`config.mk`:
```
export PLATFORM = sky130hd
export DESIGN_NAME = boot_ctrl_top
export DESIGN_NICKNAME = d
export VERILOG_FILES = /design/src/source/boot_ctrl_pkg.sv /design/src/source/boot_fsm.sv /design/src/source/boot_ctrl_regs.sv /design/src/source/boot_ctrl_top.sv
export VERILOG_INCLUDE_DIRS = /design/src /design/src/source
export SDC_FILE = /design/constraint.sdc
export NUM_CORES = 1
export LEC_CHECK = 0
export BUFFER_PORTS_ARGS = -buffer_cell sky130_fd_sc_hd__buf_2
export CAP_MARGIN = 10
export CORE_ASPECT_RATIO = 0.6
export CORE_MARGIN = 3
export CORE_UTILIZATION = 35
export DETAILED_ROUTE_END_ITERATION = 12
export GPL_ROUTABILITY_DRIVEN = 0
export HOLD_SLACK_MARGIN = 0.05
export PLACE_DENSITY_LB_ADDON = 0.05
export SLEW_MARGIN = 20
export SYNTH_ARGS = -nofsm -noshare
export SYNTH_HDL_FRONTEND = slang
export SYNTH_HIERARCHICAL = 1
export SYNTH_SLANG_ARGS = --single-unit
```
`constraint.sdc`:
```
create_clock -name clk -period 3.8 [get_ports clk]
set_input_delay 0.57 -clock clk [delete_from_list [all_inputs] [get_ports clk]]
set_output_delay 0.57 -clock clk [all_outputs]
set_load 0.05 [all_outputs]
```
`src/source/boot_ctrl_cfg.svh`:
```
/*
 * configuration macros for the boot controller
 * fuse word count, register word addresses and the default firmware-update wait
 */
`ifndef BOOT_CTRL_CFG_SVH
`define BOOT_CTRL_CFG_SVH

// number of 32-bit fuse words held in the register block
`define BOOT_CTRL_FUSE_WORDS     8

// word addresses on the strobe bus
`define BOOT_CTRL_ADDR_FUSE_BASE 0
`define BOOT_CTRL_ADDR_FUSE_DONE 8
`define BOOT_CTRL_ADDR_DBG       9
`define BOOT_CTRL_ADDR_FW_UPD    10
`define BOOT_CTRL_ADDR_STATUS    11

// wait count used by the firmware-update reset when nothing else is written
`define BOOT_CTRL_WAIT_DEFAULT   8'd16

`endif

```
`src/source/boot_ctrl_pkg.sv`:
```
/*
 * shared types of the boot controller
 * boot state encoding and the register address type
 */
package boot_ctrl_pkg;

    // boot sequencer states
    // the encoding is also what the status register returns in bits 2:0
    typedef enum logic [2:0] {
        BOOT_IDLE   = 3'd0,
        BOOT_FUSE   = 3'd1,
        BOOT_FW_RST = 3'd2,
        BOOT_WAIT   = 3'd3,
        BOOT_DONE   = 3'd4
    } boot_fsm_state_e;

    // word address on the register strobe bus
    typedef logic [5:0] reg_addr_t;

endpackage

```
`src/source/boot_fsm.sv`:
```
/*
 * boot sequencer state machine
 * warm reset window tracking, two stage reset outputs and the firmware-update wait timer
 */
`timescale 1ns/1ps

module boot_fsm (
    input  logic                           clk,
    input  logic                           cptra_pwrgood,
    input  logic                           cptra_rst_b,
    input  logic                           scan_mode,
    input  logic                           fw_update_rst,
    input  logic [7:0]                     fw_update_rst_wait_cycles,
    input  logic                           BootFSM_BrkPoint,
    input  logic                           BootFSM_Continue,
    input  logic                           fuse_done,
    input  logic                           fuse_wr_done_observed,
    output logic                           ready_for_fuses,
    output boot_ctrl_pkg::boot_fsm_state_e boot_fsm_ps,
    output logic                           cptra_noncore_rst_b,
    output logic                           cptra_uc_rst_b,
    output logic                           iccm_unlock,
    output logic                           fw_upd_rst_executed,
    output logic                           rdc_clk_dis,
    output logic                           fw_update_rst_window
);
    import boot_ctrl_pkg::*;

    boot_fsm_state_e boot_fsm_ns;

    // warm reset window chain
    logic rst_window;
    logic rst_window_f;
    logic rst_window_2f;
    logic rst_window_3f;

    // reset requests from the state decode and their two register stages
    logic fsm_noncore_rst_b;
    logic fsm_uc_rst_b;
    logic synch_noncore_rst_b;
    logic synch_uc_rst_b;
    logic noncore_rst_b_q;
    logic uc_rst_b_q;

    logic       fsm_iccm_unlock;
    logic [7:0] wait_count;
    logic       wait_load;
    logic       wait_decr;

    logic arc_to_idle;
    logic arc_idle_fuse;
    logic arc_fuse_exit;
    logic arc_done_fw_rst;
    logic arc_fw_rst_wait;
    logic arc_wait_done;

    // the state is forced back to IDLE one stage into the warm reset window
    assign arc_to_idle     = rst_window_f;
    // leave IDLE only once the window has drained through the second stage
    assign arc_idle_fuse   = ~rst_window_2f;
    // fuse_done survives warm reset so the SoC must also be seen writing it again
    assign arc_fuse_exit   = fuse_done & fuse_wr_done_observed;
    assign arc_done_fw_rst = fw_update_rst;
    // move on once the core reset request has reached the first stage
    assign arc_fw_rst_wait = ~synch_uc_rst_b;
    // a set breakpoint holds WAIT until continue is written
    assign arc_wait_done   = (wait_count == 8'd0) & ~(BootFSM_BrkPoint & ~BootFSM_Continue);

    // the window marks the span where only the core is being reset
    assign fw_update_rst_window = (boot_fsm_ps == BOOT_FW_RST) | (boot_fsm_ps == BOOT_WAIT);
    // clocks may be stopped from the reset assertion until the chain has emptied
    assign rdc_clk_dis = rst_window | rst_window_f | rst_window_2f | rst_window_3f;

    always_comb begin
        boot_fsm_ns         = boot_fsm_ps;
        ready_for_fuses     = 1'b0;
        fw_upd_rst_executed = 1'b0;
        fsm_noncore_rst_b   = 1'b0;
        fsm_uc_rst_b        = 1'b0;
        fsm_iccm_unlock     = 1'b0;
        wait_load           = 1'b0;
        wait_decr           = 1'b0;

        case (boot_fsm_ps)
            BOOT_IDLE: begin
                // both resets stay asserted while the SoC holds warm reset
                if (arc_idle_fuse) begin
                    boot_fsm_ns = BOOT_FUSE;
                end
            end
            BOOT_FUSE: begin
                ready_for_fuses   = 1'b1;
                fsm_noncore_rst_b = 1'b1;
                if (arc_fuse_exit) begin
                    boot_fsm_ns = BootFSM_BrkPoint ? BOOT_WAIT : BOOT_DONE;
                end
            end
            BOOT_FW_RST: begin
                // core goes back into reset and the timer keeps reloading here
                fsm_noncore_rst_b = 1'b1;
                wait_load         = 1'b1;
                if (arc_fw_rst_wait) begin
                    boot_fsm_ns = BOOT_WAIT;
                end
            end
            BOOT_WAIT: begin
                fsm_noncore_rst_b = 1'b1;
                wait_decr         = 1'b1;
                if (arc_wait_done) begin
                    boot_fsm_ns = BOOT_DONE;
                    // ICCM opens only as the reset flow finishes
                    fsm_iccm_unlock = 1'b1;
                end
            end
            BOOT_DONE: begin
                fsm_noncore_rst_b = 1'b1;
                fsm_uc_rst_b      = 1'b1;
                if (arc_done_fw_rst) begin
                    boot_fsm_ns         = BOOT_FW_RST;
                    fw_upd_rst_executed = 1'b1;
                end
            end
            default: begin
                // unused codes recover through IDLE
                boot_fsm_ns = BOOT_IDLE;
            end
        endcase
    end

    // state, reset stages and window chain live on the cold reset
    always_ff @(posedge clk or negedge cptra_pwrgood) begin
        if (!cptra_pwrgood) begin
            boot_fsm_ps         <= BOOT_IDLE;
            synch_noncore_rst_b <= 1'b0;
            synch_uc_rst_b      <= 1'b0;
            noncore_rst_b_q     <= 1'b0;
            uc_rst_b_q          <= 1'b0;
            rst_window_f        <= 1'b1;
            rst_window_2f       <= 1'b1;
            rst_window_3f       <= 1'b1;
        end else begin
            boot_fsm_ps         <= arc_to_idle ? BOOT_IDLE : boot_fsm_ns;
            synch_noncore_rst_b <= fsm_noncore_rst_b;
            synch_uc_rst_b      <= fsm_uc_rst_b;
            noncore_rst_b_q     <= synch_noncore_rst_b;
            // the core leaves reset only when the non-core request is also released
            uc_rst_b_q          <= synch_noncore_rst_b & synch_uc_rst_b;
            rst_window_f        <= rst_window;
            rst_window_2f       <= rst_window_f;
            rst_window_3f       <= rst_window_2f;
        end
    end

    // head of the window chain and the timer are cleared by warm reset
    always_ff @(posedge clk or negedge cptra_rst_b) begin
        if (!cptra_rst_b) begin
            rst_window  <= 1'b1;
            wait_count  <= 8'd0;
            iccm_unlock <= 1'b0;
        end else begin
            rst_window  <= 1'b0;
            iccm_unlock <= fsm_iccm_unlock;
            if (wait_decr && (wait_count != 8'd0)) begin
                wait_count <= wait_count - 8'd1;
            end else if (wait_load) begin
                wait_count <= fw_update_rst_wait_cycles;
            end
        end
    end

    // scan mode keeps both resets released
    assign cptra_noncore_rst_b = noncore_rst_b_q | scan_mode;
    assign cptra_uc_rst_b      = uc_rst_b_q | scan_mode;

endmodule

```
`src/source/boot_ctrl_regs.sv`:
```
/*
 * register block of the boot controller
 * fuse words with write lock, fuse-done flags, debug bits, firmware-update request and status
 */
`timescale 1ns/1ps

`include "boot_ctrl_cfg.svh"

module boot_ctrl_regs (
    input  logic                           clk,
    input  logic                           cptra_pwrgood,
    input  logic                           cptra_rst_b,
    input  logic                           req_wr,
    input  logic                           req_rd,
    input  boot_ctrl_pkg::reg_addr_t       req_addr,
    input  logic [31:0]                    req_wdata,
    input  logic                           ready_for_fuses,
    input  boot_ctrl_pkg::boot_fsm_state_e boot_fsm_ps,
    input  logic                           fw_upd_rst_executed,
    input  logic                           iccm_unlock,
    output logic [31:0]                    rd_data,
    output logic                           fuse_done,
    output logic                           fuse_wr_done_observed,
    output logic                           fw_update_rst,
    output logic [7:0]                     fw_update_rst_wait_cycles,
    output logic                           BootFSM_BrkPoint,
    output logic                           BootFSM_Continue
);
    import boot_ctrl_pkg::*;

    localparam int FUSE_IDX_W = $clog2(`BOOT_CTRL_FUSE_WORDS);

    logic [31:0]           fuse_q [`BOOT_CTRL_FUSE_WORDS];
    reg_addr_t             fuse_off;
    logic [FUSE_IDX_W-1:0] fuse_idx;
    logic                  hit_fuse;
    logic                  hit_fuse_done;
    logic                  hit_dbg;
    logic                  hit_fw_upd;
    logic                  hit_status;
    logic                  fuse_wr_en;
    logic                  fw_upd_seen;
    logic                  iccm_unlocked;
    logic [31:0]           rd_mux;

    // an address below the fuse base wraps high and misses the fuse range
    assign fuse_off      = req_addr - reg_addr_t'(`BOOT_CTRL_ADDR_FUSE_BASE);
    assign fuse_idx      = fuse_off[FUSE_IDX_W-1:0];
    assign hit_fuse      = fuse_off < reg_addr_t'(`BOOT_CTRL_FUSE_WORDS);
    assign hit_fuse_done = req_addr == reg_addr_t'(`BOOT_CTRL_ADDR_FUSE_DONE);
    assign hit_dbg       = req_addr == reg_addr_t'(`BOOT_CTRL_ADDR_DBG);
    assign hit_fw_upd    = req_addr == reg_addr_t'(`BOOT_CTRL_ADDR_FW_UPD);
    assign hit_status    = req_addr == reg_addr_t'(`BOOT_CTRL_ADDR_STATUS);

    // fuses take writes only in the fuse window and before fuse-done
    assign fuse_wr_en = req_wr & hit_fuse & ready_for_fuses & ~fuse_done;

    // fuse words and fuse_done keep their value through warm reset
    always_ff @(posedge clk or negedge cptra_pwrgood) begin
        if (!cptra_pwrgood) begin
            for (int i = 0; i < `BOOT_CTRL_FUSE_WORDS; i++) begin
                fuse_q[i] <= 32'd0;
            end
            fuse_done <= 1'b0;
        end else begin
            if (fuse_wr_en) begin
                fuse_q[fuse_idx] <= req_wdata;
            end
            // set only, so the lock holds until power is cycled
            if (req_wr && hit_fuse_done && req_wdata[0]) begin
                fuse_done <= 1'b1;
            end
        end
    end

    // everything below restarts with each warm reset
    always_ff @(posedge clk or negedge cptra_rst_b) begin
        if (!cptra_rst_b) begin
            fuse_wr_done_observed     <= 1'b0;
            BootFSM_BrkPoint          <= 1'b0;
            BootFSM_Continue          <= 1'b0;
            fw_update_rst             <= 1'b0;
            fw_update_rst_wait_cycles <= `BOOT_CTRL_WAIT_DEFAULT;
            fw_upd_seen               <= 1'b0;
            iccm_unlocked             <= 1'b0;
        end else begin
            // the SoC has to write fuse-done again after every warm reset
            if (req_wr && hit_fuse_done && req_wdata[0]) begin
                fuse_wr_done_observed <= 1'b1;
            end
            if (req_wr && hit_dbg) begin
                BootFSM_BrkPoint <= req_wdata[0];
                BootFSM_Continue <= req_wdata[1];
            end
            // request bit is write-one and lasts exactly one cycle
            fw_update_rst <= req_wr & hit_fw_upd & req_wdata[0];
            if (req_wr && hit_fw_upd) begin
                fw_update_rst_wait_cycles <= req_wdata[15:8];
            end
            // status keeps a record of the one-cycle events from the sequencer
            if (fw_upd_rst_executed) begin
                fw_upd_seen <= 1'b1;
            end
            if (iccm_unlock) begin
                iccm_unlocked <= 1'b1;
            end
        end
    end

    always_comb begin
        rd_mux = 32'd0;
        if (hit_fuse) begin
            rd_mux = fuse_q[fuse_idx];
        end else if (hit_fuse_done) begin
            rd_mux[0] = fuse_done;
        end else if (hit_dbg) begin
            rd_mux[1:0] = {BootFSM_Continue, BootFSM_BrkPoint};
        end else if (hit_fw_upd) begin
            // the request bit always reads as zero
            rd_mux[15:8] = fw_update_rst_wait_cycles;
        end else if (hit_status) begin
            rd_mux[2:0] = boot_fsm_ps;
            rd_mux[3]   = fw_upd_seen;
            rd_mux[4]   = iccm_unlocked;
            rd_mux[5]   = ready_for_fuses;
        end
    end

    // read data appears in the cycle after the read strobe
    always_ff @(posedge clk or negedge cptra_rst_b) begin
        if (!cptra_rst_b) begin
            rd_data <= 32'd0;
        end else if (req_rd) begin
            rd_data <= rd_mux;
        end
    end

endmodule

```
`src/source/boot_ctrl_top.sv`:
```
/*
 * top level of the boot controller
 * register block and boot sequencer joined to the SoC ports
 */
`timescale 1ns/1ps

module boot_ctrl_top (
    input  logic                           clk,
    input  logic                           cptra_pwrgood,
    input  logic                           cptra_rst_b,
    input  logic                           scan_mode,
    input  logic                           req_wr,
    input  logic                           req_rd,
    input  boot_ctrl_pkg::reg_addr_t       req_addr,
    input  logic [31:0]                    req_wdata,
    output logic [31:0]                    rd_data,
    output logic                           cptra_noncore_rst_b,
    output logic                           cptra_uc_rst_b,
    output logic                           iccm_unlock,
    output logic                           rdc_clk_dis,
    output logic                           fw_update_rst_window,
    output boot_ctrl_pkg::boot_fsm_state_e boot_fsm_ps
);

    // register block to sequencer
    logic       fuse_done;
    logic       fuse_wr_done_observed;
    logic       fw_update_rst;
    logic [7:0] fw_update_rst_wait_cycles;
    logic       BootFSM_BrkPoint;
    logic       BootFSM_Continue;

    // sequencer back to the status register
    logic ready_for_fuses;
    logic fw_upd_rst_executed;

    boot_ctrl_regs u_regs (
        .clk                       (clk),
        .cptra_pwrgood             (cptra_pwrgood),
        .cptra_rst_b               (cptra_rst_b),
        .req_wr                    (req_wr),
        .req_rd                    (req_rd),
        .req_addr                  (req_addr),
        .req_wdata                 (req_wdata),
        .ready_for_fuses           (ready_for_fuses),
        .boot_fsm_ps               (boot_fsm_ps),
        .fw_upd_rst_executed       (fw_upd_rst_executed),
        .iccm_unlock               (iccm_unlock),
        .rd_data                   (rd_data),
        .fuse_done                 (fuse_done),
        .fuse_wr_done_observed     (fuse_wr_done_observed),
        .fw_update_rst             (fw_update_rst),
        .fw_update_rst_wait_cycles (fw_update_rst_wait_cycles),
        .BootFSM_BrkPoint          (BootFSM_BrkPoint),
        .BootFSM_Continue          (BootFSM_Continue)
    );

    boot_fsm u_boot_fsm (
        .clk                       (clk),
        .cptra_pwrgood             (cptra_pwrgood),
        .cptra_rst_b               (cptra_rst_b),
        .scan_mode                 (scan_mode),
        .fw_update_rst             (fw_update_rst),
        .fw_update_rst_wait_cycles (fw_update_rst_wait_cycles),
        .BootFSM_BrkPoint          (BootFSM_BrkPoint),
        .BootFSM_Continue          (BootFSM_Continue),
        .fuse_done                 (fuse_done),
        .fuse_wr_done_observed     (fuse_wr_done_observed),
        .ready_for_fuses           (ready_for_fuses),
        .boot_fsm_ps               (boot_fsm_ps),
        .cptra_noncore_rst_b       (cptra_noncore_rst_b),
        .cptra_uc_rst_b            (cptra_uc_rst_b),
        .iccm_unlock               (iccm_unlock),
        .fw_upd_rst_executed       (fw_upd_rst_executed),
        .rdc_clk_dis               (rdc_clk_dis),
        .fw_update_rst_window      (fw_update_rst_window)
    );

endmodule

```
==> flow_summary.yaml <==
global_route:
  overflow: 0
  grt_pass1_wl_um: 58600
  grt_pass1_vias: 8960
  antenna_found_initial: 0
  grt.busiest_layer: "met1"
  grt_max_degree: 91
  grt_util_met2: 0.254
  met1_usage: 0.279
  grt_use_met3: 0.0290
  grt.total_usage: 0.177
yosys:
  synth_top_area_share: 0.548
  yosysUniqueCellTypes: 69
  synthArstFlopShare: 1.00
  yosys_most_used_dff: "dfrtp_1"
  synthCells: 968
  synth-warning-count: 6
  syn_area_um2: 14500
  synth_edf_count: 0
  yosysTopAreaCell: "dfrtp_1"
  synth-seq-cells: 323
  syn_avg_cell_area_um2: 15.0
  netlist_top_cells_area: "dfrtp_1 55%, mux2_2 19%, mux4_2 5.6%"
  yosysSeqAreaShare: 0.558
  syn_nets: 1014
final_layout:
  final_common_cell: "dfrtp_1"
  fillers: 3812
  drive_gt1_frac: 0.440
  area_growth_pct: 15.1
  layout.nets: 1096
  most-common-layout-cells: "318 x dfrtp_1, 243 x mux2_2, 80 x buf_2, 44 x mux2i_1, 37 x clkbuf_16"
  instances_no_fill: 1606
  antenna_cells: 0
  utilization: 0.411
placed_design:
  port_buffers: 83
  dp.cells: 1545
  dp_hpwl_um: 22800
  place_ws_ps: 992
timing:
  tns_ps: 0
  layout_setup_ws_ps: 1110
  finalCriticalPeriod_ps: 2690
  setup_viol: 0
  tightestPinTransition_ps: 899
  fmax_mhz: 372
  relSlewSlack: 0.400
  rsz0062_at_grt: "no"
  drv_slew: 0
  min_period_over_period: 0.707
  hold_viol: 0
  worst_clock_skew_ps: 8.78
routing:
  route.detailed.drc: 0
  firstDrtPassIters: 4
  ant_nets: 0
  drt_iter0_markers: 370
  num_vias: 8545
  wl_per_cell_um: 23.4
  wl_um: 37600
  via_per_inst: 5.32
cts:
  htree_levels: 2
  cts_tree: "yes"
  cts_buffers: 34
  root_buffer: "clkbuf_16"
  path_clk_slew_ps: 60
  cts_setup_buffers: 0
  cts_resized: 0
  cts_hold_buf: 0
  cts.path.max_buffers: 3
  clkLatencyLatePin_ps: 520
  cts.sinks: 323
floorplanning:
  dieHeight_um: 164
  die-area_um2: 44000
  rows: 57
  initial_core_util: 0.357
  core_um2: 40700
  ioPinCount: 84
  dieWidth_um: 269
worst_setup_path:
  crit_path_cell_trace: "nand2b_1 -> nor2_1 -> nand4b_2 -> nor2_4 -> buf_4 -> mux2_2"
  cp.arrival_ps: 3090
  cp-start-kind: "register"
  critPathMaxStageDelay_ps: 520
  slowest_stage: "dfrtp_1"
  crit_fanout: 28
  required_ps: 4200
  end_kind: "register"
  setup.worst_path.class: "register to register"
pwr:
  p_seq_frac: 0.470
  ir_drop_v: 0.000267
  p_sw_frac: 0.241
  power.leakage_uw: 0.00821
  comb_power_share: 0.092
  p_int_uw: 6140
  clockPowerShare: 0.438
  power.density_nw_per_um2: 484
  p_switching_uw: 1950
hold_path:
  hp-class: "primary input to async pin"
flow_run:
  maxCapViolations: 0
status:
  status: "complete, no violations"
## worst max-delay path, delay by kind of cell, from the launching register on
kind | cells | cell delay, ps
buf+inv | 1 | 510
simple gates | 4 | 1090
mux | 1 | 400
flops | 1 | 520
## cells in the mapped netlist (all sizes together), types with 11 or more instances
cell    instances
a221o          15
a32o           17
mux2i          44
dfrtp         318
nor2           16
nand2b         30
nand2          11
nor2b          13
mux2          277
mux4           36
a22oi          19
buf            51
## metal layers
layer / wire length (um) / up-vias
met1: 19600 / 4581
met5: 0 / -
met3: 1300 / 39
met2: 16200 / 117
li1: - / 3808
met4: 502 / 0
## area by class of cell
cell class	count	area [um2]	share of cell area
tap	531	664	0.0398
timing repair buffer	107	689	0.0413
clock buffer	55	1070	0.0643
sequential	323	8090	0.485
inverter	7	26.3	0.00157
clock inverter	6	105	0.00630
multi-input combinational	577	6050	0.362
## sequential cells by signal, indices dropped and copies added, names as in the netlist, 3 cells and up
signal / cells
u_boot_fsm/boot_fsm_ps: 3
u_regs/fuse_q: 256
u_regs/fw_update_rst_wait_cycles: 8
u_boot_fsm/wait_count: 8
u_regs/rd_data: 32
## path summary, 6_finish.rpt
kind / start / to / slack (ps) / cells after the start
max: u_boot_fsm/boot_fsm_ps[2]$_DFFE_PN0P_ / u_regs/fuse_q[107]$_DFFE_PN0P_ / 1110 / 6
min: cptra_pwrgood / u_regs/fuse_q[61]$_DFFE_PN0P_ / 50 / 1
max reg2reg: u_boot_fsm/boot_fsm_ps[2]$_DFFE_PN0P_ / u_regs/fuse_q[107]$_DFFE_PN0P_ / 1110 / 6
min reg2reg: u_boot_fsm/rst_window$_DFF_PN1_ / u_boot_fsm/arc_to_idle$_DFF_PN1_ / 370 / 0
max in group asynchronous: cptra_pwrgood / u_regs/fuse_q[207]$_DFFE_PN0P_ / 2790 / 2
min in group clk: u_boot_fsm/rst_window$_DFF_PN1_ / u_boot_fsm/arc_to_idle$_DFF_PN1_ / 370 / 0
## kinds of logic after synthesis
family,after synthesis,share of synthesized area
other cells,1,0.000258
simple gates,118,0.0552
flops,323,0.558
buf+inv,68,0.0272
xor+xnor,1,0.000604
mux,357,0.301
fa+ha+maj,2,0.00172
compound gates,98,0.0561
## stage by stage
step	hold slack, ps	total power (uW)	area [um2]
floorplan	274	4310	14500
global placement	356	4620	15500
detailed placement	357	4620	15500
CTS	59.7	8230	16700
global route	86.6	8470	16700
finish	46.4	8090	16700
## power groups by stage
stage	Combinational, uW	Clock, uW	Sequential (uW)
floorplan	461	0	3850
global placement	756	0	3860
detailed placement	762	0	3860
CTS	763	3670	3800
global route	826	3810	3830
finish	745	3540	3800
Note: power is estimated with default switching activity, not from simulation.
